[config.mk]
export PLATFORM = sky130hd
export DESIGN_NAME = icache_top
export DESIGN_NICKNAME = d
export VERILOG_FILES = /design/src/logic/icache_pkg.sv /design/src/logic/icache_top.sv /design/src/logic/ic_burst_reader.sv /design/src/logic/ic_miss_ctrl.sv /design/src/logic/ic_lookup.sv
export SDC_FILE = /design/constraint.sdc
export NUM_CORES = 2
export LEC_CHECK = 0
export BUFFER_PORTS_ARGS = -buffer_cell sky130_fd_sc_hd__buf_2
export CAP_MARGIN = 20
export CORE_MARGIN = 3
export CORE_UTILIZATION = 55
export CTS_BUF_LIST = sky130_fd_sc_hd__clkbuf_8 sky130_fd_sc_hd__clkbuf_16
export DETAILED_ROUTE_END_ITERATION = 8
export HOLD_SLACK_MARGIN = 0.03
export MAX_ROUTING_LAYER = met4
export PLACE_DENSITY = 0.71
export SYNTH_ARGS = -nofsm -noshare
export SYNTH_HDL_FRONTEND = slang
export SYNTH_HIERARCHICAL = 1
export SYNTH_SLANG_ARGS = --single-unit
[constraint.sdc]
create_clock -name clk -period 14.8 [get_ports clk]
set_input_delay 0.74 -clock clk [delete_from_list [all_inputs] [get_ports clk]]
set_output_delay 0.74 -clock clk [all_outputs]
set_load 0.01 [all_outputs]
[src/logic/icache_pkg.sv]
package icache_pkg;

	// ====================
	// Line geometry
	// ====================

	// Instruction word
	localparam int WORD_W = 32;
	localparam int WORD_BYTES = WORD_W / 8;
	// Byte offset of a word within its line
	localparam int WORD_OFF_W = $clog2(WORD_BYTES);

	// Four words per line, one burst beat each
	localparam int LINE_WORDS = 4;
	localparam int LINE_W = WORD_W * LINE_WORDS;
	localparam int BEAT_W = $clog2(LINE_WORDS);
	// Byte offset within a line, 4 bits for a 16-byte line
	localparam int LINE_OFF_W = $clog2(LINE_WORDS * WORD_BYTES);

	// Completed fill counter
	localparam int MISS_CNT_W = 32;

	// Filler for a line that came back with a bus error
	localparam logic [WORD_W-1:0] NOP_WORD = 32'h0000_0013;

	// ====================
	// Encodings
	// ====================

	// Miss controller states
	typedef enum logic [2:0] {
		IDLE,
		INVAL,
		FILL,
		WRITE,
		SETTLE
	} ic_state_e;

	// Wishbone cycle type tag
	typedef enum logic [2:0] {
		CTI_CLASSIC = 3'b000,
		CTI_INCR = 3'b010,
		CTI_END = 3'b111
	} cti_e;

	// Stored with each line, returned with each word
	typedef enum logic [1:0] {
		FAULT_NONE = 2'd0,
		FAULT_BUS = 2'd3
	} fault_e;

endpackage
[src/logic/icache_top.sv]
`timescale 1ns/1ps

module icache_top #(
	parameter int ADDR_W = 32,
	parameter int SETS = 16,
	parameter int SETTLE_CYCLES = 3
) (
	input logic clk,
	input logic rst_i,
	// Fetch port
	input logic fetch_vld_i,
	input logic [ADDR_W-1:0] fetch_adr_i,
	output logic inst_vld_o,
	output logic [icache_pkg::WORD_W-1:0] inst_o,
	output icache_pkg::fault_e inst_fault_o,
	output logic stall_o,
	// Line invalidate
	input logic invline_i,
	input logic [ADDR_W-1:0] invline_adr_i,
	output logic [icache_pkg::MISS_CNT_W-1:0] miss_count_o,
	// Wishbone burst master
	output logic cyc_o,
	output logic stb_o,
	output icache_pkg::cti_e cti_o,
	output logic [ADDR_W-1:0] adr_o,
	input logic ack_i,
	input logic err_i,
	input logic [icache_pkg::WORD_W-1:0] dat_i
);

	// ====================
	// Internal nets
	// ====================

	logic busy;
	logic miss;
	logic [ADDR_W-1:0] miss_adr;
	logic inval;
	logic [ADDR_W-1:0] inval_adr;
	logic fill_wr;
	logic [ADDR_W-1:0] fill_adr;
	logic [icache_pkg::LINE_W-1:0] fill_line;
	icache_pkg::fault_e fill_fault;
	// Controller to burst reader
	logic start;
	logic [ADDR_W-1:0] line_adr;
	logic done;
	logic [icache_pkg::LINE_W-1:0] line;
	icache_pkg::fault_e fault;

	ic_lookup #(
		.ADDR_W(ADDR_W),
		.SETS(SETS)
	) lookup_i (
		.clk(clk),
		.rst_i(rst_i),
		.fetch_vld_i(fetch_vld_i),
		.fetch_adr_i(fetch_adr_i),
		.busy_i(busy),
		.fill_wr_i(fill_wr),
		.fill_adr_i(fill_adr),
		.fill_line_i(fill_line),
		.fill_fault_i(fill_fault),
		.inval_i(inval),
		.inval_adr_i(inval_adr),
		.inst_vld_o(inst_vld_o),
		.inst_o(inst_o),
		.inst_fault_o(inst_fault_o),
		.miss_o(miss),
		.miss_adr_o(miss_adr)
	);

	ic_miss_ctrl #(
		.ADDR_W(ADDR_W),
		.SETTLE_CYCLES(SETTLE_CYCLES)
	) miss_ctrl_i (
		.clk(clk),
		.rst_i(rst_i),
		.miss_i(miss),
		.miss_adr_i(miss_adr),
		.invline_i(invline_i),
		.invline_adr_i(invline_adr_i),
		.done_i(done),
		.line_i(line),
		.fault_i(fault),
		.busy_o(busy),
		.stall_o(stall_o),
		.start_o(start),
		.line_adr_o(line_adr),
		.inval_o(inval),
		.inval_adr_o(inval_adr),
		.fill_wr_o(fill_wr),
		.fill_adr_o(fill_adr),
		.fill_line_o(fill_line),
		.fill_fault_o(fill_fault),
		.miss_count_o(miss_count_o)
	);

	ic_burst_reader #(
		.ADDR_W(ADDR_W)
	) burst_reader_i (
		.clk(clk),
		.rst_i(rst_i),
		.start_i(start),
		.line_adr_i(line_adr),
		.ack_i(ack_i),
		.err_i(err_i),
		.dat_i(dat_i),
		.done_o(done),
		.line_o(line),
		.fault_o(fault),
		.cyc_o(cyc_o),
		.stb_o(stb_o),
		.cti_o(cti_o),
		.adr_o(adr_o)
	);

endmodule

[src/logic/ic_burst_reader.sv]
`timescale 1ns/1ps

module ic_burst_reader #(
	parameter int ADDR_W = 32
) (
	input logic clk,
	input logic rst_i,
	// Line request from controller
	input logic start_i,
	input logic [ADDR_W-1:0] line_adr_i,
	// Bus slave response
	input logic ack_i,
	input logic err_i,
	input logic [icache_pkg::WORD_W-1:0] dat_i,
	// Line result
	output logic done_o,
	output logic [icache_pkg::LINE_W-1:0] line_o,
	output icache_pkg::fault_e fault_o,
	// Bus master
	output logic cyc_o,
	output logic stb_o,
	output icache_pkg::cti_e cti_o,
	output logic [ADDR_W-1:0] adr_o
);

	localparam int OFF_W = icache_pkg::LINE_OFF_W;
	localparam int BEAT_W = icache_pkg::BEAT_W;
	localparam int WORD_W = icache_pkg::WORD_W;
	localparam logic [BEAT_W-1:0] LAST_BEAT = BEAT_W'(icache_pkg::LINE_WORDS - 1);

	logic [BEAT_W-1:0] beat_q;
	logic beat_ok;
	logic beat_err;

	// Word transferred or burst aborted this cycle
	assign beat_ok = stb_o & ack_i & ~err_i;
	assign beat_err = cyc_o & err_i;

	// ====================
	// Bus control
	// ====================

	always_ff @(posedge clk) begin
		if (rst_i) begin
			cyc_o <= 1'b0;
			stb_o <= 1'b0;
			cti_o <= icache_pkg::CTI_CLASSIC;
			done_o <= 1'b0;
			beat_q <= '0;
		end else begin
			done_o <= 1'b0;
			if (beat_err) begin
				// Abort at once
				cyc_o <= 1'b0;
				stb_o <= 1'b0;
				cti_o <= icache_pkg::CTI_CLASSIC;
				done_o <= 1'b1;
			end else if (beat_ok) begin
				beat_q <= beat_q + 1'b1;
				// Tag the final beat
				if (beat_q == LAST_BEAT - 1'b1)
					cti_o <= icache_pkg::CTI_END;
				if (beat_q == LAST_BEAT) begin
					cyc_o <= 1'b0;
					stb_o <= 1'b0;
					cti_o <= icache_pkg::CTI_CLASSIC;
					done_o <= 1'b1;
				end
			end else if (start_i && !cyc_o) begin
				cyc_o <= 1'b1;
				stb_o <= 1'b1;
				cti_o <= icache_pkg::CTI_INCR;
				beat_q <= '0;
			end
		end
	end

	// Address, line assembly and fault code
	always_ff @(posedge clk) begin
		if (beat_err) begin
			// Bad line reads as no-ops
			line_o <= {icache_pkg::LINE_WORDS{icache_pkg::NOP_WORD}};
			fault_o <= icache_pkg::FAULT_BUS;
		end else if (beat_ok) begin
			line_o[beat_q*WORD_W +: WORD_W] <= dat_i;
			adr_o <= adr_o + ADDR_W'(icache_pkg::WORD_BYTES);
		end else if (start_i && !cyc_o) begin
			// Burst always starts at the line base
			adr_o <= {line_adr_i[ADDR_W-1:OFF_W], {OFF_W{1'b0}}};
			fault_o <= icache_pkg::FAULT_NONE;
		end
	end

endmodule

[src/logic/ic_miss_ctrl.sv]
`timescale 1ns/1ps

module ic_miss_ctrl #(
	parameter int ADDR_W = 32,
	parameter int SETTLE_CYCLES = 3
) (
	input logic clk,
	input logic rst_i,
	// From lookup
	input logic miss_i,
	input logic [ADDR_W-1:0] miss_adr_i,
	// Line invalidate request
	input logic invline_i,
	input logic [ADDR_W-1:0] invline_adr_i,
	// From burst reader
	input logic done_i,
	input logic [icache_pkg::LINE_W-1:0] line_i,
	input icache_pkg::fault_e fault_i,
	// Fetch control
	output logic busy_o,
	output logic stall_o,
	// To burst reader
	output logic start_o,
	output logic [ADDR_W-1:0] line_adr_o,
	// To lookup arrays
	output logic inval_o,
	output logic [ADDR_W-1:0] inval_adr_o,
	output logic fill_wr_o,
	output logic [ADDR_W-1:0] fill_adr_o,
	output logic [icache_pkg::LINE_W-1:0] fill_line_o,
	output icache_pkg::fault_e fill_fault_o,
	output logic [icache_pkg::MISS_CNT_W-1:0] miss_count_o
);

	localparam int CNT_W = $clog2(SETTLE_CYCLES + 1);
	localparam logic [CNT_W-1:0] SETTLE_LAST = CNT_W'(SETTLE_CYCLES - 1);

	icache_pkg::ic_state_e state_q;
	logic [CNT_W-1:0] settle_cnt_q;
	// Invalidate waiting for IDLE
	logic inval_pend_q;
	logic [ADDR_W-1:0] inval_pend_adr_q;

	// Decisions taken this cycle
	logic take_inval;
	logic take_miss;
	logic fill_done;

	// Invalidate beats a miss in the same cycle
	assign take_inval = (state_q == icache_pkg::IDLE) && inval_pend_q;
	assign take_miss = (state_q == icache_pkg::IDLE) && !inval_pend_q && miss_i;
	assign fill_done = (state_q == icache_pkg::FILL) && done_i;

	// Fetches wait in every state but IDLE
	assign stall_o = (state_q != icache_pkg::IDLE);
	assign busy_o = stall_o;

	// Fill writes back to the line that was requested
	assign fill_adr_o = line_adr_o;

	// ====================
	// State machine
	// ====================

	always_ff @(posedge clk) begin
		if (rst_i) begin
			state_q <= icache_pkg::IDLE;
			settle_cnt_q <= '0;
			inval_pend_q <= 1'b0;
			start_o <= 1'b0;
			inval_o <= 1'b0;
			fill_wr_o <= 1'b0;
			miss_count_o <= '0;
		end else begin
			// Pulses default low
			start_o <= 1'b0;
			inval_o <= 1'b0;
			fill_wr_o <= 1'b0;

			// A new request in the serving cycle stays pending
			if (take_inval)
				inval_pend_q <= 1'b0;
			if (invline_i)
				inval_pend_q <= 1'b1;

			case (state_q)
				icache_pkg::IDLE: begin
					if (take_inval) begin
						inval_o <= 1'b1;
						state_q <= icache_pkg::INVAL;
					end else if (take_miss) begin
						start_o <= 1'b1;
						state_q <= icache_pkg::FILL;
					end
				end
				// One cycle for the valid bit to clear
				icache_pkg::INVAL: state_q <= icache_pkg::IDLE;
				icache_pkg::FILL: begin
					// Faulted fills count too
					if (done_i) begin
						fill_wr_o <= 1'b1;
						miss_count_o <= miss_count_o + 1'b1;
						state_q <= icache_pkg::WRITE;
					end
				end
				icache_pkg::WRITE: begin
					settle_cnt_q <= '0;
					state_q <= icache_pkg::SETTLE;
				end
				// Let the array write settle before the refetch
				icache_pkg::SETTLE: begin
					if (settle_cnt_q == SETTLE_LAST)
						state_q <= icache_pkg::IDLE;
					else
						settle_cnt_q <= settle_cnt_q + 1'b1;
				end
				default: state_q <= icache_pkg::IDLE;
			endcase
		end
	end

	// Addresses and line payload
	always_ff @(posedge clk) begin
		if (invline_i)
			inval_pend_adr_q <= invline_adr_i;
		if (take_inval)
			inval_adr_o <= inval_pend_adr_q;
		if (take_miss)
			line_adr_o <= miss_adr_i;
		if (fill_done) begin
			fill_line_o <= line_i;
			fill_fault_o <= fault_i;
		end
	end

endmodule

[src/logic/ic_lookup.sv]
`timescale 1ns/1ps

module ic_lookup #(
	parameter int ADDR_W = 32,
	parameter int SETS = 16
) (
	input logic clk,
	input logic rst_i,
	// Fetch request, one-cycle strobe
	input logic fetch_vld_i,
	input logic [ADDR_W-1:0] fetch_adr_i,
	// Controller is busy with a miss or an invalidate
	input logic busy_i,
	// Line fill write port
	input logic fill_wr_i,
	input logic [ADDR_W-1:0] fill_adr_i,
	input logic [icache_pkg::LINE_W-1:0] fill_line_i,
	input icache_pkg::fault_e fill_fault_i,
	// Single line invalidate
	input logic inval_i,
	input logic [ADDR_W-1:0] inval_adr_i,
	// Hit result
	output logic inst_vld_o,
	output logic [icache_pkg::WORD_W-1:0] inst_o,
	output icache_pkg::fault_e inst_fault_o,
	// Miss result
	output logic miss_o,
	output logic [ADDR_W-1:0] miss_adr_o
);

	localparam int OFF_W = icache_pkg::LINE_OFF_W;
	localparam int IDX_W = $clog2(SETS);
	localparam int TAG_W = ADDR_W - IDX_W - OFF_W;
	localparam int WORD_W = icache_pkg::WORD_W;

	// ====================
	// Arrays
	// ====================

	logic [TAG_W-1:0] tag_mem [SETS];
	logic [icache_pkg::LINE_W-1:0] data_mem [SETS];
	icache_pkg::fault_e fault_mem [SETS];
	// Valid bits live in flops so reset can clear them all at once
	logic [SETS-1:0] valid_q;

	// Address fields
	logic [IDX_W-1:0] fetch_idx;
	logic [IDX_W-1:0] fill_idx;
	logic [IDX_W-1:0] inval_idx;
	logic [TAG_W-1:0] fill_tag;
	logic [TAG_W-1:0] inval_tag;
	logic [TAG_W-1:0] req_tag;
	logic [icache_pkg::BEAT_W-1:0] word_sel;

	// Registered lookup stage
	logic req_q;
	logic [ADDR_W-1:0] req_adr_q;
	logic [TAG_W-1:0] rd_tag_q;
	logic rd_valid_q;
	logic [icache_pkg::LINE_W-1:0] rd_line_q;
	icache_pkg::fault_e rd_fault_q;
	logic hit;

	assign fetch_idx = fetch_adr_i[OFF_W +: IDX_W];
	assign fill_idx = fill_adr_i[OFF_W +: IDX_W];
	assign inval_idx = inval_adr_i[OFF_W +: IDX_W];
	assign fill_tag = fill_adr_i[ADDR_W-1 -: TAG_W];
	assign inval_tag = inval_adr_i[ADDR_W-1 -: TAG_W];

	// Fill writes tag, data and fault together
	always_ff @(posedge clk) begin
		if (fill_wr_i) begin
			tag_mem[fill_idx] <= fill_tag;
			data_mem[fill_idx] <= fill_line_i;
			fault_mem[fill_idx] <= fill_fault_i;
		end
	end

	// Valid bits
	// Invalidate only hits the line if the stored tag matches
	always_ff @(posedge clk) begin
		if (rst_i) begin
			valid_q <= '0;
		end else if (fill_wr_i) begin
			valid_q[fill_idx] <= 1'b1;
		end else if (inval_i && tag_mem[inval_idx] == inval_tag) begin
			valid_q[inval_idx] <= 1'b0;
		end
	end

	// ====================
	// Lookup stage
	// ====================

	// Requests are dropped while the controller is busy
	always_ff @(posedge clk) begin
		if (rst_i) begin
			req_q <= 1'b0;
		end else begin
			req_q <= fetch_vld_i & ~busy_i;
		end
	end

	// Set read, compared one cycle later
	always_ff @(posedge clk) begin
		req_adr_q <= fetch_adr_i;
		rd_tag_q <= tag_mem[fetch_idx];
		rd_valid_q <= valid_q[fetch_idx];
		rd_line_q <= data_mem[fetch_idx];
		rd_fault_q <= fault_mem[fetch_idx];
	end

	assign req_tag = req_adr_q[ADDR_W-1 -: TAG_W];
	assign hit = rd_valid_q && (rd_tag_q == req_tag);

	// Word within the line
	assign word_sel = req_adr_q[icache_pkg::WORD_OFF_W +: icache_pkg::BEAT_W];
	assign inst_o = rd_line_q[word_sel*WORD_W +: WORD_W];
	assign inst_fault_o = rd_fault_q;
	assign inst_vld_o = req_q & hit;

	// Miss hands the line-aligned address to the controller
	assign miss_o = req_q & ~hit;
	assign miss_adr_o = {req_adr_q[ADDR_W-1:OFF_W], {OFF_W{1'b0}}};

endmodule

==> run_results.csv <==
group,metric,value,unit
min_path,holdPathEnd,"burst_reader_i/line_o[109]",
worst_setup_path,slowest_stage,"a2111oi_4",
timing,setup_slack,10.28,ns
yosys,syn_area_per_cell,21.56,um2
timing,min_period_over_period,0.3052,
final_layout,fin_nets,5875,
global_routing,grt_overflow,0,
route,ant_nets,0,
min_path,hold_path.class,"input pin to register",
global_routing,grt_start_max_net_pins,139,
worst_setup_path,slowest_delay,0.98,ns
clock_tree,clk_pin_slew,0.06,ns
yosys,synthCells,5433,
route,dr.pass1.iters,5,
placement,port_buffers,198,
placement,place.gp.congestion,0.8486,
power,ir_drop,0.1247,mV
yosys,netlist_area,0.1172,mm2
power,p_leak,39.85,nW
timing,relSlewSlack,0.1707,
clock_tree,clk_latency,0.96,ns
worst_setup_path,startpoint,"miss_ctrl_i/inval_adr_o[4]",
die,initial_utilization,0.5562,
clock_tree,root_buffer,"clkbuf_16",
timing,fmax,221.4,MHz
power,comb_power_share,0.038,
min_path,worst_hold_startpoint,"dat_i[13]",
placement,dp_hpwl,145.5,mm
route,avgRoutedWirePerCell,32.19,um
clock_tree,max-clock-path-buffers,4,
route,drc,0,
clock_tree,cts_setup_buffers,0,
clock_tree,cts_made_buffers,315,
timing,min_period,4.517,ns
power,swShare,0.2017,
route,vias,57400,
die,fp.dieW,467.5,um
timing,rsz0062_at_grt,"false",
worst_setup_path,r2r-end,"lookup_i/valid_q[12]",
worst_setup_path,reg2reg_setup_slack,10.28,ns
worst_setup_path,cp_max_fo,107,
timing,finClkSkew,0.05248,ns
global_routing,grt_pass1_wl,412.1,mm
worst_setup_path,r2r_cells,8,
clock_tree,cts-htree-levels,5,
worst_setup_path,path_cells,"buf_12, nand2_1, o22ai_1, nor3_1, a2111oi_0, a31oi_1, a2111oi_4, a31oi_1",
worst_setup_path,crit_family,"compound AO/OA/AOI/OAI gates",
min_path,hold_path_depth,2,
worst_setup_path,critPathArrivalTime,5.26,ns
global_routing,track_usage,0.2712,
die,die_h,467.5,um
worst_setup_path,setup.worst_path.end_class,"register",
power,power_density,135.6,mW/mm2
worst_setup_path,cp.required,15.55,ns
global_routing,grt_pass1_vias,58040,
timing,hold_violations,0,
worst_setup_path,path_common_cell,"a31oi_1",
global_routing,grt_antenna_before_repair,28,
final_layout,area_delta_synth_final,12.46,%
run_status,status,"complete, no violations",
route,via_per_inst,6.499,
worst_setup_path,path_buf_inv,1,
worst_setup_path,critical_path_class,"register to register",
die,rows,168,
route,drt_wl_total,284.3,mm
clock_tree,cts.sinks,3086,
power,clkPwrFrac,0.429,
yosys,yosys_warnings,6,
run,maxCapViolCount,0,
timing,finalSetupViolCount,0,
die,coreArea,0.2106,mm2
worst_setup_path,r2r_start,"miss_ctrl_i/inval_adr_o[4]",
power,p_switching,3.602,mW
die,num_io_pins,207,
power,internal-power,14.26,mW
route,drt_iter0_markers,6730,
worst_setup_path,start_kind,"register",
timing,finalMaxSlewViolations,0,
timing,tightest_slew,1.244,ns
final_layout,drive_gt1_frac,0.2757,
power,seqPwrFrac,0.533,
placement,post-place-ws,9.307,ns
timing,setup_tns,0,ns
die,die-area,0.2186,mm2
clock_tree,cts_tree,"done",
==> sequential cells by signal, indices dropped and copies added, names as in the netlist, 16 cells and up <==
name                          count
lookup_i/data_mem              2048
miss_ctrl_i/fill_line_o         128
lookup_i/valid_q                 16
miss_ctrl_i/miss_count_o         32
lookup_i/rd_line_q              128
miss_ctrl_i/fill_adr_o           28
miss_ctrl_i/inval_pend_adr_q     28
lookup_i/req_adr_q               30
burst_reader_i/line_o           128
lookup_i/fault_mem               32
burst_reader_i/adr_o             30
lookup_i/tag_mem                384
miss_ctrl_i/inval_adr_o          28
lookup_i/rd_tag_q                24
==> worst max path at each step <==
stage / to / slack, ns / cells after the start
2_1_floorplan: lookup_i/data_mem[0][0] / 2.57 / 2
3_3_place_gp: lookup_i/rd_line_q[106] / 9.35 / 6
3_5_place_dp: lookup_i/rd_line_q[56] / 9.31 / 6
4_1_cts: lookup_i/rd_line_q[43] / 10.29 / 6
5_1_grt: lookup_i/rd_line_q[43] / 9.95 / 6
6_report: lookup_i/valid_q[12] / 10.28 / 8
==> area by class of cell <==
| cell class | instances | area [um2] |
|---|---|---|
| Tap cell | 2805 | 3510 |
| Clock inverter | 198 | 1508 |
| Multi-Input combinational cell | 1965 | 26530 |
| Clock buffer | 356 | 8503 |
| Antenna cell | 25 | 62.56 |
| Sequential cell | 3086 | 88890 |
| Fill cell | 13970 | 78860 |
| Inverter | 26 | 102.6 |
| Timing Repair Buffer | 371 | 2651 |
==> per-stage QoR <==
| step | std cells | cell area (um2) | hold slack (ns) | power, mW | utilization |
|---|---|---|---|---|---|
| after global placement | 8187 | 121000 | 0.3860 | 10.36 | 0.5745 |
| after CTS | 8806 | 131700 | 0.03085 | 17.98 | 0.6252 |
| final | 8832 | 131800 | 0.08527 | 17.86 | 0.6256 |
| after global routing | 8829 | 131800 | 0.06196 | 18.36 | 0.6255 |
| after floorplan | 5434 | 117200 | 0.4003 | 10.14 | - |
| after detailed placement | 8188 | 121000 | 0.3934 | 10.37 | 0.5746 |
==> layout by cell type, fill, tap and decap left out, types with 29 or more instances in the layout <==
master and instances:
nand3_1 133, clkbuf_16 320, a21oi_1 146, inv_1 103, o21ai_0 41, buf_4 96, xor2_1 40, mux2i_1 79
nor2_1 57, clkbuf_8 36, xnor2_1 45, clkinv_1 29, clkinv_2 46, dfxtp_1 376, buf_2 194, edfxtp_1 2708
mux4_2 829, dlygate4sd3_1 64, a22o_1 31, nand2_1 170
==> power groups by stage <==
stage,registers [mW],clock network [mW],logic [mW]
after global placement,9.71,0,0.654
after detailed placement,9.71,0,0.658
after floorplan,9.67,0,0.467
after CTS,9.53,7.78,0.677
final,9.53,7.67,0.671
after global routing,9.53,8.12,0.709
==> repair_timing <==
item	4_1_cts	5_1_grt
hold buffers	64	0
endpoints found under the setup margin	0	0
gates resized for setup	0	0
hold endpoints to repair	65	0
==> metal layers <==
layer / vias to the layer above / part of all wire / GRT usage
met4: 0 / 0.038 / 0.09787
met5: - / 0 / -
met1: 30620 / 0.38 / 0.3642
met2: 2895 / 0.50 / 0.4256
met3: 564 / 0.084 / 0.04580
li1: 23320 / - / -
Power figures use the tool's default switching activity.
